[src/logic/calcPkg.sv]
`default_nettype none

package calcPkg;

	// ******************************
	// sizes and timing
	// ******************************
	localparam int maxDigits     = 3;
	localparam int resultDigits  = 6;
	localparam int bcdIterations = 20;
	localparam int uartBitClocks = 8;   // short bit time for simulation

	typedef logic [7:0]  asciiT;
	typedef logic [3:0]  bcdDigitT;
	typedef logic [9:0]  opBinT;        // up to 999
	typedef logic [19:0] resBinT;       // up to 998001
	typedef logic [1:0]  digitCountT;   // digits held by one operand
	typedef logic [$clog2(resultDigits)-1:0]  digitIdxT;
	typedef logic [$clog2(bcdIterations)-1:0] iterCountT;
	typedef logic [$clog2(uartBitClocks)-1:0] bitClkCountT;
	typedef logic [9:0]  uartFrameT;    // start, 8 data, stop
	typedef logic [3:0]  bitIndexT;
	typedef bcdDigitT [resultDigits-1:0] bcdWordT;   // [5] is most significant

	// ******************************
	// key and output characters
	// ******************************
	localparam asciiT keyZero    = "0";
	localparam asciiT keyNine    = "9";
	localparam asciiT keyClear   = "E";
	localparam asciiT keyEquals  = "=";
	localparam asciiT keyPlus    = "+";
	localparam asciiT keyStar    = "*";
	localparam asciiT keyLess    = "<";
	localparam asciiT keyGreater = ">";
	localparam asciiT chCr       = 8'h0D;
	localparam asciiT chLf       = 8'h0A;

	typedef struct packed {
		bcdDigitT hundreds;
		bcdDigitT tens;
		bcdDigitT ones;
	} operandT;

	typedef enum logic [1:0] {opAdd, opMul, opLess, opGreater} opKindT;

	typedef struct packed {
		operandT opA;
		operandT opB;
		opKindT  op;
	} exprT;

	typedef struct packed {
		logic    isBool;
		logic    boolVal;
		bcdWordT digits;
	} resultT;

	typedef enum logic [1:0] {outEcho, outResult, outClear} outKindT;

	typedef struct packed {
		outKindT kind;
		asciiT   ch;
	} outReqT;

	typedef enum logic [1:0] {entA, entOp, entB, entWait} entryStateT;

	typedef enum logic [2:0] {
		seqIdle, seqEcho, seqWaitRes, seqNum, seqBool, seqCr, seqLf, seqDrain
	} seqStateT;

endpackage

`default_nettype wire

[src/logic/binToBcd.sv]
`timescale 1ns/1ps
`default_nettype none

module binToBcd (
	input  logic             USER_CLK,
	input  logic             RST,
	input  logic             convStart,
	input  calcPkg::resBinT  binValue,
	output logic             convDone,
	output calcPkg::bcdWordT digits
);
	import calcPkg::*;

	bcdWordT   bcdReg;
	resBinT    binReg;
	bcdWordT   bcdAdj;
	iterCountT iterCount;
	logic      running;

	// add three to every digit of five or more
	always_comb begin
		for (int i = 0; i < resultDigits; i++) begin
			bcdAdj[i] = (bcdReg[i] >= 4'd5) ? bcdReg[i] + 4'd3 : bcdReg[i];
		end
	end

	always_ff @(posedge USER_CLK) begin
		convDone <= 1'b0;
		if (RST) begin
			running   <= 1'b0;
			iterCount <= '0;
		end else if (convStart) begin
			running   <= 1'b1;
			iterCount <= '0;
		end else if (running) begin
			if (iterCount == iterCountT'(bcdIterations - 1)) begin   // last shift
				running  <= 1'b0;
				convDone <= 1'b1;
			end
			iterCount <= iterCount + 1'b1;
		end
	end

	always_ff @(posedge USER_CLK) begin
		if (convStart) begin
			bcdReg <= '0;
			binReg <= binValue;
		end else if (running) begin
			{bcdReg, binReg} <= {bcdAdj, binReg} << 1;   // one bit per cycle
		end
	end

	assign digits = bcdReg;

endmodule

`default_nettype wire

[src/logic/evaluator.sv]
`timescale 1ns/1ps
`default_nettype none

module evaluator (
	input  logic           USER_CLK,
	input  logic           RST,
	input  logic           evalStart,
	input  calcPkg::exprT  expr,
	output calcPkg::resultT result,
	output logic           resultValid
);
	import calcPkg::*;

	opBinT   binA;
	opBinT   binB;
	opKindT  opQ;
	logic    calcPend;   // operands registered, result due
	logic    isCompare;
	logic    convStart;
	resBinT  binValue;
	logic    convDone;
	bcdWordT convDigits;

	function automatic opBinT toBin(operandT v);
		return 10'(v.hundreds) * 10'd100 + 10'(v.tens) * 10'd10 + 10'(v.ones);
	endfunction

	assign isCompare = (opQ == opLess) || (opQ == opGreater);
	assign convStart = calcPend && !isCompare;
	assign binValue  = (opQ == opMul) ? resBinT'(binA) * resBinT'(binB)
	                                  : resBinT'(binA) + resBinT'(binB);

	binToBcd conv (
		.USER_CLK (USER_CLK),
		.RST      (RST),
		.convStart(convStart),
		.binValue (binValue),
		.convDone (convDone),
		.digits   (convDigits)
	);

	always_ff @(posedge USER_CLK) begin
		if (RST) begin
			calcPend    <= 1'b0;
			resultValid <= 1'b0;
		end else begin
			calcPend    <= evalStart;
			resultValid <= (calcPend && isCompare) || convDone;
		end
		if (evalStart) begin
			binA <= toBin(expr.opA);
			binB <= toBin(expr.opB);
			opQ  <= expr.op;
		end
		// ******************************
		// result capture
		// ******************************
		if (calcPend && isCompare) begin
			result.isBool  <= 1'b1;
			result.boolVal <= (opQ == opLess) ? (binA < binB) : (binA > binB);   // strict
			result.digits  <= '0;
		end else if (convDone) begin
			result.isBool  <= 1'b0;
			result.boolVal <= 1'b0;
			result.digits  <= convDigits;
		end
	end

endmodule

`default_nettype wire

[src/logic/keyEntry.sv]
`timescale 1ns/1ps
`default_nettype none

module keyEntry (
	input  logic              USER_CLK,
	input  logic              RST,
	input  logic              keyStrobe,
	input  calcPkg::asciiT    keyCode,
	input  logic              seqBusy,
	output logic              beep,
	output logic              digitToA,
	output logic              digitToB,
	output logic              setOp,
	output logic              clearAll,
	output calcPkg::bcdDigitT digit,
	output calcPkg::opKindT   op,
	output logic              outValid,
	output calcPkg::outReqT   outReq,
	output logic              evalStart
);
	import calcPkg::*;

	entryStateT state;
	digitCountT countA;
	digitCountT countB;
	logic       seqBusyQ;
	logic       isDigit;
	logic       isOp;
	logic       keyTaken;
	opKindT     keyOp;

	// classify the incoming key
	always_comb begin
		isDigit = (keyCode >= keyZero) && (keyCode <= keyNine);
		isOp    = 1'b1;
		keyOp   = opAdd;
		case (keyCode)
			keyPlus:    keyOp = opAdd;
			keyStar:    keyOp = opMul;
			keyLess:    keyOp = opLess;
			keyGreater: keyOp = opGreater;
			default:    isOp = 1'b0;
		endcase
		keyTaken = keyStrobe && !seqBusy && !outValid && (state != entWait);   // busy keys are lost
	end

	always_ff @(posedge USER_CLK) begin
		beep      <= 1'b0;
		digitToA  <= 1'b0;
		digitToB  <= 1'b0;
		setOp     <= 1'b0;
		clearAll  <= 1'b0;
		outValid  <= 1'b0;
		evalStart <= 1'b0;
		seqBusyQ  <= seqBusy;
		digit     <= keyCode[3:0];   // ascii digit low nibble
		op        <= keyOp;
		outReq    <= '{kind: outEcho, ch: keyCode};
		if (RST) begin
			state    <= entA;
			countA   <= '0;
			countB   <= '0;
			seqBusyQ <= 1'b0;
		end else if (state == entWait) begin
			if (seqBusyQ && !seqBusy) begin   // result fully sent
				clearAll <= 1'b1;
				countA   <= '0;
				countB   <= '0;
				state    <= entA;
			end
		end else if (keyTaken) begin
			if (keyCode == keyClear) begin
				clearAll    <= 1'b1;
				outValid    <= 1'b1;
				outReq.kind <= outClear;
				countA      <= '0;
				countB      <= '0;
				state       <= entA;
			end else begin
				case (state)
					entA: begin
						if (isDigit && (countA < digitCountT'(maxDigits))) begin
							digitToA <= 1'b1;
							outValid <= 1'b1;
							countA   <= countA + 2'd1;
						end else if (isOp && (countA != '0)) begin
							setOp    <= 1'b1;
							outValid <= 1'b1;
							state    <= entOp;
						end else begin
							beep <= 1'b1;
						end
					end
					entOp: begin
						if (isDigit) begin   // first B digit
							digitToB <= 1'b1;
							outValid <= 1'b1;
							countB   <= 2'd1;
							state    <= entB;
						end else begin
							beep <= 1'b1;
						end
					end
					entB: begin
						if (isDigit && (countB < digitCountT'(maxDigits))) begin
							digitToB <= 1'b1;
							outValid <= 1'b1;
							countB   <= countB + 2'd1;
						end else if (keyCode == keyEquals) begin
							outValid    <= 1'b1;
							outReq.kind <= outResult;
							evalStart   <= 1'b1;
							state       <= entWait;
						end else begin
							beep <= 1'b1;
						end
					end
					default: beep <= 1'b1;
				endcase
			end
		end
	end

endmodule

`default_nettype wire

[src/logic/operandRegs.sv]
`timescale 1ns/1ps
`default_nettype none

module operandRegs (
	input  logic              USER_CLK,
	input  logic              RST,
	input  logic              digitToA,
	input  logic              digitToB,
	input  logic              setOp,
	input  logic              clearAll,
	input  calcPkg::bcdDigitT digit,
	input  calcPkg::opKindT   op,
	output calcPkg::exprT     expr
);
	import calcPkg::*;

	// new digit enters at ones, older digits move up
	function automatic operandT shiftIn(operandT cur, bcdDigitT d);
		operandT nxt;
		nxt.hundreds = cur.tens;
		nxt.tens     = cur.ones;
		nxt.ones     = d;
		return nxt;
	endfunction

	always_ff @(posedge USER_CLK) begin
		if (RST || clearAll) begin
			expr <= '0;
		end else begin
			if (digitToA) begin
				expr.opA <= shiftIn(expr.opA, digit);
			end
			if (digitToB) begin
				expr.opB <= shiftIn(expr.opB, digit);
			end
			if (setOp) begin
				expr.op <= op;
			end
		end
	end

endmodule

`default_nettype wire

[src/logic/outputSequencer.sv]
`timescale 1ns/1ps
`default_nettype none

module outputSequencer (
	input  logic            USER_CLK,
	input  logic            RST,
	input  logic            outValid,
	input  calcPkg::outReqT outReq,
	input  logic            resultValid,
	input  calcPkg::resultT result,
	input  logic            txBusy,
	output logic            seqBusy,
	output logic            txStart,
	output calcPkg::asciiT  txByte
);
	import calcPkg::*;

	seqStateT state;
	outReqT   reqQ;
	logic     resultReady;   // result arrived during the echo
	digitIdxT pos;
	digitIdxT leadPos;
	digitIdxT wordLast;
	asciiT    wordChar;
	logic     canSend;

	// highest nonzero digit, ones always sent
	always_comb begin
		leadPos = '0;
		for (int i = 1; i < resultDigits; i++) begin
			if (result.digits[i] != 4'd0) leadPos = digitIdxT'(i);
		end
	end

	always_comb begin
		wordLast = result.boolVal ? digitIdxT'(3) : digitIdxT'(4);
		if (result.boolVal) begin
			case (pos)
				3'd0:    wordChar = "T";
				3'd1:    wordChar = "R";
				3'd2:    wordChar = "U";
				default: wordChar = "E";
			endcase
		end else begin
			case (pos)
				3'd0:    wordChar = "F";
				3'd1:    wordChar = "A";
				3'd2:    wordChar = "L";
				3'd3:    wordChar = "S";
				default: wordChar = "E";
			endcase
		end
	end

	assign canSend = !txBusy && !txStart;   // txBusy lags txStart by a cycle
	assign seqBusy = (state != seqIdle);

	always_ff @(posedge USER_CLK) begin
		txStart <= 1'b0;
		if (RST) begin
			state       <= seqIdle;
			resultReady <= 1'b0;
		end else begin
			if (outValid) resultReady <= 1'b0;
			else if (resultValid) resultReady <= 1'b1;
			case (state)
				seqIdle: begin
					if (outValid) begin
						reqQ  <= outReq;
						state <= seqEcho;
					end
				end
				seqEcho: begin
					if (canSend) begin
						txStart <= 1'b1;
						txByte  <= reqQ.ch;
						case (reqQ.kind)
							outEcho:   state <= seqDrain;
							outResult: state <= seqWaitRes;
							default:   state <= seqCr;
						endcase
					end
				end
				seqWaitRes: begin
					if (resultReady) begin
						pos   <= result.isBool ? '0 : leadPos;
						state <= result.isBool ? seqBool : seqNum;
					end
				end
				seqNum: begin
					if (canSend) begin
						txStart <= 1'b1;
						txByte  <= keyZero | asciiT'(result.digits[pos]);
						if (pos == '0) state <= seqCr;
						else pos <= pos - 1'b1;
					end
				end
				seqBool: begin
					if (canSend) begin
						txStart <= 1'b1;
						txByte  <= wordChar;
						if (pos == wordLast) state <= seqCr;
						else pos <= pos + 1'b1;
					end
				end
				seqCr: begin
					if (canSend) begin
						txStart <= 1'b1;
						txByte  <= chCr;
						state   <= seqLf;
					end
				end
				seqLf: begin
					if (canSend) begin
						txStart <= 1'b1;
						txByte  <= chLf;
						state   <= seqDrain;
					end
				end
				default: begin
					if (canSend) state <= seqIdle;   // last stop bit done
				end
			endcase
		end
	end

endmodule

`default_nettype wire

[src/logic/uartTx.sv]
`timescale 1ns/1ps
`default_nettype none

module uartTx (
	input  logic           USER_CLK,
	input  logic           RST,
	input  logic           txStart,
	input  calcPkg::asciiT txByte,
	output logic           txBusy,
	output logic           serialTx
);
	import calcPkg::*;

	uartFrameT   frame;
	bitClkCountT clkCnt;
	bitIndexT    bitIdx;

	always_ff @(posedge USER_CLK) begin
		if (RST) begin
			txBusy   <= 1'b0;
			serialTx <= 1'b1;   // line idles high
			clkCnt   <= '0;
			bitIdx   <= '0;
		end else if (!txBusy) begin
			if (txStart) begin
				frame    <= {1'b1, txByte, 1'b0};
				serialTx <= 1'b0;   // start bit
				txBusy   <= 1'b1;
				clkCnt   <= '0;
				bitIdx   <= '0;
			end
		end else if (clkCnt == bitClkCountT'(uartBitClocks - 1)) begin
			clkCnt <= '0;
			if (bitIdx == bitIndexT'($bits(uartFrameT) - 1)) begin
				txBusy <= 1'b0;   // end of stop bit
			end else begin
				bitIdx   <= bitIdx + 1'b1;
				serialTx <= frame[1];   // lsb first
				frame    <= {1'b1, frame[9:1]};
			end
		end else begin
			clkCnt <= clkCnt + 1'b1;
		end
	end

endmodule

`default_nettype wire

[src/logic/calcTop.sv]
`timescale 1ns/1ps
`default_nettype none

module calcTop (
	input  logic           USER_CLK,
	input  logic           RST,
	input  logic           keyStrobe,
	input  calcPkg::asciiT keyCode,
	output logic           serialTx,
	output logic           beep
);
	import calcPkg::*;

	logic     digitToA;
	logic     digitToB;
	logic     setOp;
	logic     clearAll;
	bcdDigitT digit;
	opKindT   op;
	exprT     expr;
	logic     outValid;
	outReqT   outReq;
	logic     evalStart;
	logic     seqBusy;
	resultT   result;
	logic     resultValid;
	logic     txStart;
	asciiT    txByte;
	logic     txBusy;

	keyEntry entry (
		.USER_CLK(USER_CLK), .RST(RST), .keyStrobe(keyStrobe), .keyCode(keyCode),
		.seqBusy(seqBusy), .beep(beep), .digitToA(digitToA), .digitToB(digitToB),
		.setOp(setOp), .clearAll(clearAll), .digit(digit), .op(op),
		.outValid(outValid), .outReq(outReq), .evalStart(evalStart)
	);

	operandRegs regs (
		.USER_CLK(USER_CLK), .RST(RST), .digitToA(digitToA), .digitToB(digitToB),
		.setOp(setOp), .clearAll(clearAll), .digit(digit), .op(op), .expr(expr)
	);

	evaluator eval (
		.USER_CLK(USER_CLK), .RST(RST), .evalStart(evalStart), .expr(expr),
		.result(result), .resultValid(resultValid)
	);

	outputSequencer seq (
		.USER_CLK(USER_CLK), .RST(RST), .outValid(outValid), .outReq(outReq),
		.resultValid(resultValid), .result(result), .txBusy(txBusy),
		.seqBusy(seqBusy), .txStart(txStart), .txByte(txByte)
	);

	uartTx tx (
		.USER_CLK(USER_CLK), .RST(RST), .txStart(txStart), .txByte(txByte),
		.txBusy(txBusy), .serialTx(serialTx)
	);

endmodule

`default_nettype wire

[config.mk]
export PLATFORM = sky130hd
export DESIGN_NAME = calcTop
export DESIGN_NICKNAME = d
export VERILOG_FILES = /design/src/logic/calcPkg.sv /design/src/logic/binToBcd.sv /design/src/logic/evaluator.sv /design/src/logic/keyEntry.sv /design/src/logic/operandRegs.sv /design/src/logic/outputSequencer.sv /design/src/logic/uartTx.sv /design/src/logic/calcTop.sv
export SDC_FILE = /design/constraint.sdc
export NUM_CORES = 1
export LEC_CHECK = 0
export BUFFER_PORTS_ARGS = -buffer_cell sky130_fd_sc_hd__buf_4
export CAP_MARGIN = 15
export CORE_ASPECT_RATIO = 0.6
export CORE_MARGIN = 2
export CORE_UTILIZATION = 48
export CTS_CLUSTER_SIZE = 30
export DETAILED_ROUTE_END_ITERATION = 16
export SLEW_MARGIN = 20
export SYNTH_ARGS = -nofsm -noshare
export SYNTH_HDL_FRONTEND = slang
export SYNTH_SLANG_ARGS = --single-unit
[constraint.sdc]
create_clock -name USER_CLK -period 9.5 [get_ports USER_CLK]
set_clock_uncertainty 0.15 [all_clocks]
set_input_delay 1.9 -clock USER_CLK [delete_from_list [all_inputs] [get_ports USER_CLK]]
set_output_delay 1.9 -clock USER_CLK [all_outputs]
set_load 0.03 [all_outputs]
==> flow_metrics.env <==
export IMPL_status="completed"
export IMPL_wl_per_cell_um=16.8
export IMPL_p_leak_uw=0.00644
export IMPL_cts_tree="done"
export IMPL_synth_area_top_cells="dfxtp_1, edfxtp_1, ha_1"
export IMPL_setup_viol=0
export IMPL_fmax_mhz=172
export IMPL_internal_power_uw=1280
export IMPL_cts_setup_buffers=0
export IMPL_p_sw_uw=434
export IMPL_dpl_cell_count=1771
export IMPL_grt_antenna_before_repair=0
export IMPL_report_final_slew_viol_count=0
export IMPL_hp_class="reg -> reg"
export IMPL_finalNonFillerCells=1803
export IMPL_ctsHoldBuffers=0
export IMPL_root_buffer="clkbuf_16"
export IMPL_gp_congestion=0.898
export IMPL_portBuffers=12
export IMPL_end_kind="register"
export IMPL_grtUsageTotal_pct=21.1
export IMPL_swShare_pct=25.3
export IMPL_drtIter0Drc=769
export IMPL_max_cap_viol_count=0
export IMPL_synth_cell_area_um2=13700
export IMPL_tightest_slew_ps=1030
export IMPL_synth_nets=1668
export IMPL_wl_um=30300
export IMPL_start_kind="register"
export IMPL_syn_inst=1431
export IMPL_power_density_nw_per_um2=117
export IMPL_syn_avg_cell_area_um2=9.55
export IMPL_grt_remaining_overflow=0
export IMPL_fp_dieW_um=222
export IMPL_die_area_um2=29900
export IMPL_die_y_um=135
export IMPL_slew_headroom_pct=31.0
export IMPL_p_seq_share_pct=52.1
export IMPL_yosys_warnings=0
export IMPL_core_area_um2=27800
export IMPL_clk_pin_slew_worst_paths_ps=80
export IMPL_antenna_cells=0
export IMPL_fin_crit_sh_pct=61.2
export IMPL_mostFrequentLayoutCells="ha_1, nor2_1, inv_1"
export IMPL_rows=47
export IMPL_cp_required_ps=9560
export IMPL_cts_htree_levels=4
export IMPL_synth_seq_cells=195
export IMPL_ys_flop_type="dfxtp_1"
export IMPL_async_reset_ff_share_pct=0
export IMPL_tns_ps=0
export IMPL_grt_pass1_wl_um=49800
export IMPL_fill_cells=2546
export IMPL_cts_buffers=17
export IMPL_synth_edff_count=72
export IMPL_yosysSeqAreaShare_pct=33.8
export IMPL_place_ws_ps=3680
export IMPL_arrival_ps=5880
export IMPL_netlist_area_leader_share_pct=18.0
export IMPL_ant_nets=0
export IMPL_hold_viol_final=0
export IMPL_final_common_cell="ha_1"
export IMPL_dr_pass1_iters=6
export IMPL_via_count=9849
export IMPL_insertion_delay_ps=450
export IMPL_clock_sinks=195
export IMPL_remaining_drc_errors=0
export IMPL_grt_pass1_vias=9324
export IMPL_drive_gt1_share_pct=5.01
export IMPL_vdd_drop_max_mv=0.130
export IMPL_via_per_inst=5.46
export IMPL_finalPower_uw=1720
export IMPL_initial_core_util_pct=49.2
export IMPL_ys_types=77
export IMPL_p_comb_share_pct=4.2
export IMPL_ctsResizeCount=0
export IMPL_critPathKind="reg -> reg"
export IMPL_timing_final_ws_setup_ps=3680
export IMPL_grt_setup_unrepaired="no"
export IMPL_nets=1660
export IMPL_dp_hpwl_um=23200
export IMPL_yosys_area_top_type="dfxtp_1"
export IMPL_ctsLongestPathBuffers=2
export IMPL_layout_area_overhead_vs_synth_pct=7.60
export IMPL_clock_power_share_pct=43.7
export IMPL_ioPinCount=13
export IMPL_grt_max_degree=37
export IMPL_fin_crit_ps=5820
export IMPL_crit_fanout=7
export IMPL_r2r_setup_slack_ps=3680
-- critical path: stages, from the launching register on --
cell	delay, ps
edfxtp_1	500
inv_1	270
nor2_1	100
fa_1	460
fa_1	560
inv_1	50
fa_1	470
inv_1	50
fa_1	520
inv_1	50
fa_1	530
inv_1	40
ha_1	350
a21o_1	220
a22oi_1	240
a31oi_1	230
o21a_1	230
or3_1	310
a32o_1	250
-- cells in the mapped netlist, types with 3 or more instances --
master and number:
nor4_1 7, buf_1 7, a31oi_1 11, or4_1 4, mux2_2 8, o21ai_0 63, o211ai_1 3, a21o_1 16
a21oi_1 86, or3_1 6, and2_1 50, edfxtp_1 72, nand3b_1 6, a311oi_1 3, ha_1 153, dfxtp_1 123
clkbuf_1 35, nor3_1 30, o22ai_1 8, nand3_1 16, o21a_1 5, nor2_1 150, mux2i_1 68, inv_1 147
xnor2_1 37, nand4_1 7, fa_1 73, xor2_1 18, nand2b_1 15, o21bai_1 9, or2_2 5, o31ai_1 5
and3_1 4, o21ai_1 5, a221oi_1 4, a211oi_1 5, nand2_1 94, nor2b_1 15
-- power by group through the flow --
stage | registers, µW | logic, µW | clock network [µW]
global route | 897 | 82.1 | 799
detailed placement | 913 | 72.1 | 0
global placement | 913 | 69.9 | 0
CTS | 894 | 72.6 | 768
floorplan | 906 | 55.3 | 0
finish | 894 | 72.4 | 749
-- routing by layer --
| metal | wire length, µm | GRT usage (%) | share of wire (%) |
|---|---|---|---|
| met5 | 0 | 0 | 0 |
| met4 | 251 | 3.72 | 0.83 |
| met3 | 2170 | 5.87 | 7.2 |
| met2 | 11100 | 27.0 | 37 |
| met1 | 16800 | 34.3 | 55 |
-- path summary, 6_finish.rpt --
path	startpoint	endpoint	depth (start not counted)
worst max-delay path	eval.binA[1]	eval.conv.binReg[13]	18
worst max register to register	eval.binA[1]	eval.conv.binReg[13]	18
worst min-delay path	entry.outReq[9]	seq.reqQ[9]	0
worst min register to register	entry.outReq[9]	seq.reqQ[9]	0
-- flip-flops by register name, indices dropped and copies added, names as in the netlist, 4 cells and up --
name                 flops
eval.result             26
eval.conv.digits        24
seq.txByte               8
tx.frame                 8
tx.bitIdx                4
eval.conv.binReg        20
eval.conv.iterCount      5
seq.reqQ                10
regs.expr               26
eval.binB               10
eval.binA               10
entry.outReq             7
-- cells by family after synthesis --
kind of cell,Yosys count,share of synthesized area (%)
AOI/OAI and AO/OA,260,11.9
xor gates and xnor gates,55,3.52
adders and majority gates,227,24.8
buffers and inverters,193,5.37
DFF,195,33.8
muxes,76,5.64
and+or+nand+nor,425,15.0
-- through the flow --
| stage | instance area, µm² | utilization [%] | hold slack [ps] |
|---|---|---|---|
| after floorplan | 13700 | - | 236 |
| after global placement | 14100 | 50.7 | 239 |
| after detailed placement | 14100 | 50.7 | 244 |
| after CTS | 14700 | 53.0 | 259 |
| after global routing | 14700 | 53.0 | 260 |
| final | 14700 | 53.0 | 260 |
-- final cells by class --
cell class                 instances  area (µm²)  share of cell area [%]
tap                              367         459                    3.12
sequential                       195        4620                    31.5
clock buffer                      18         450                    3.06
clock inverter                    14         170                    1.16
inverter                         148         556                    3.78
multi-input combinational       1043        8310                    56.5
timing repair buffer              18         135                   0.919
Note: power is estimated with default switching activity, not from simulation.
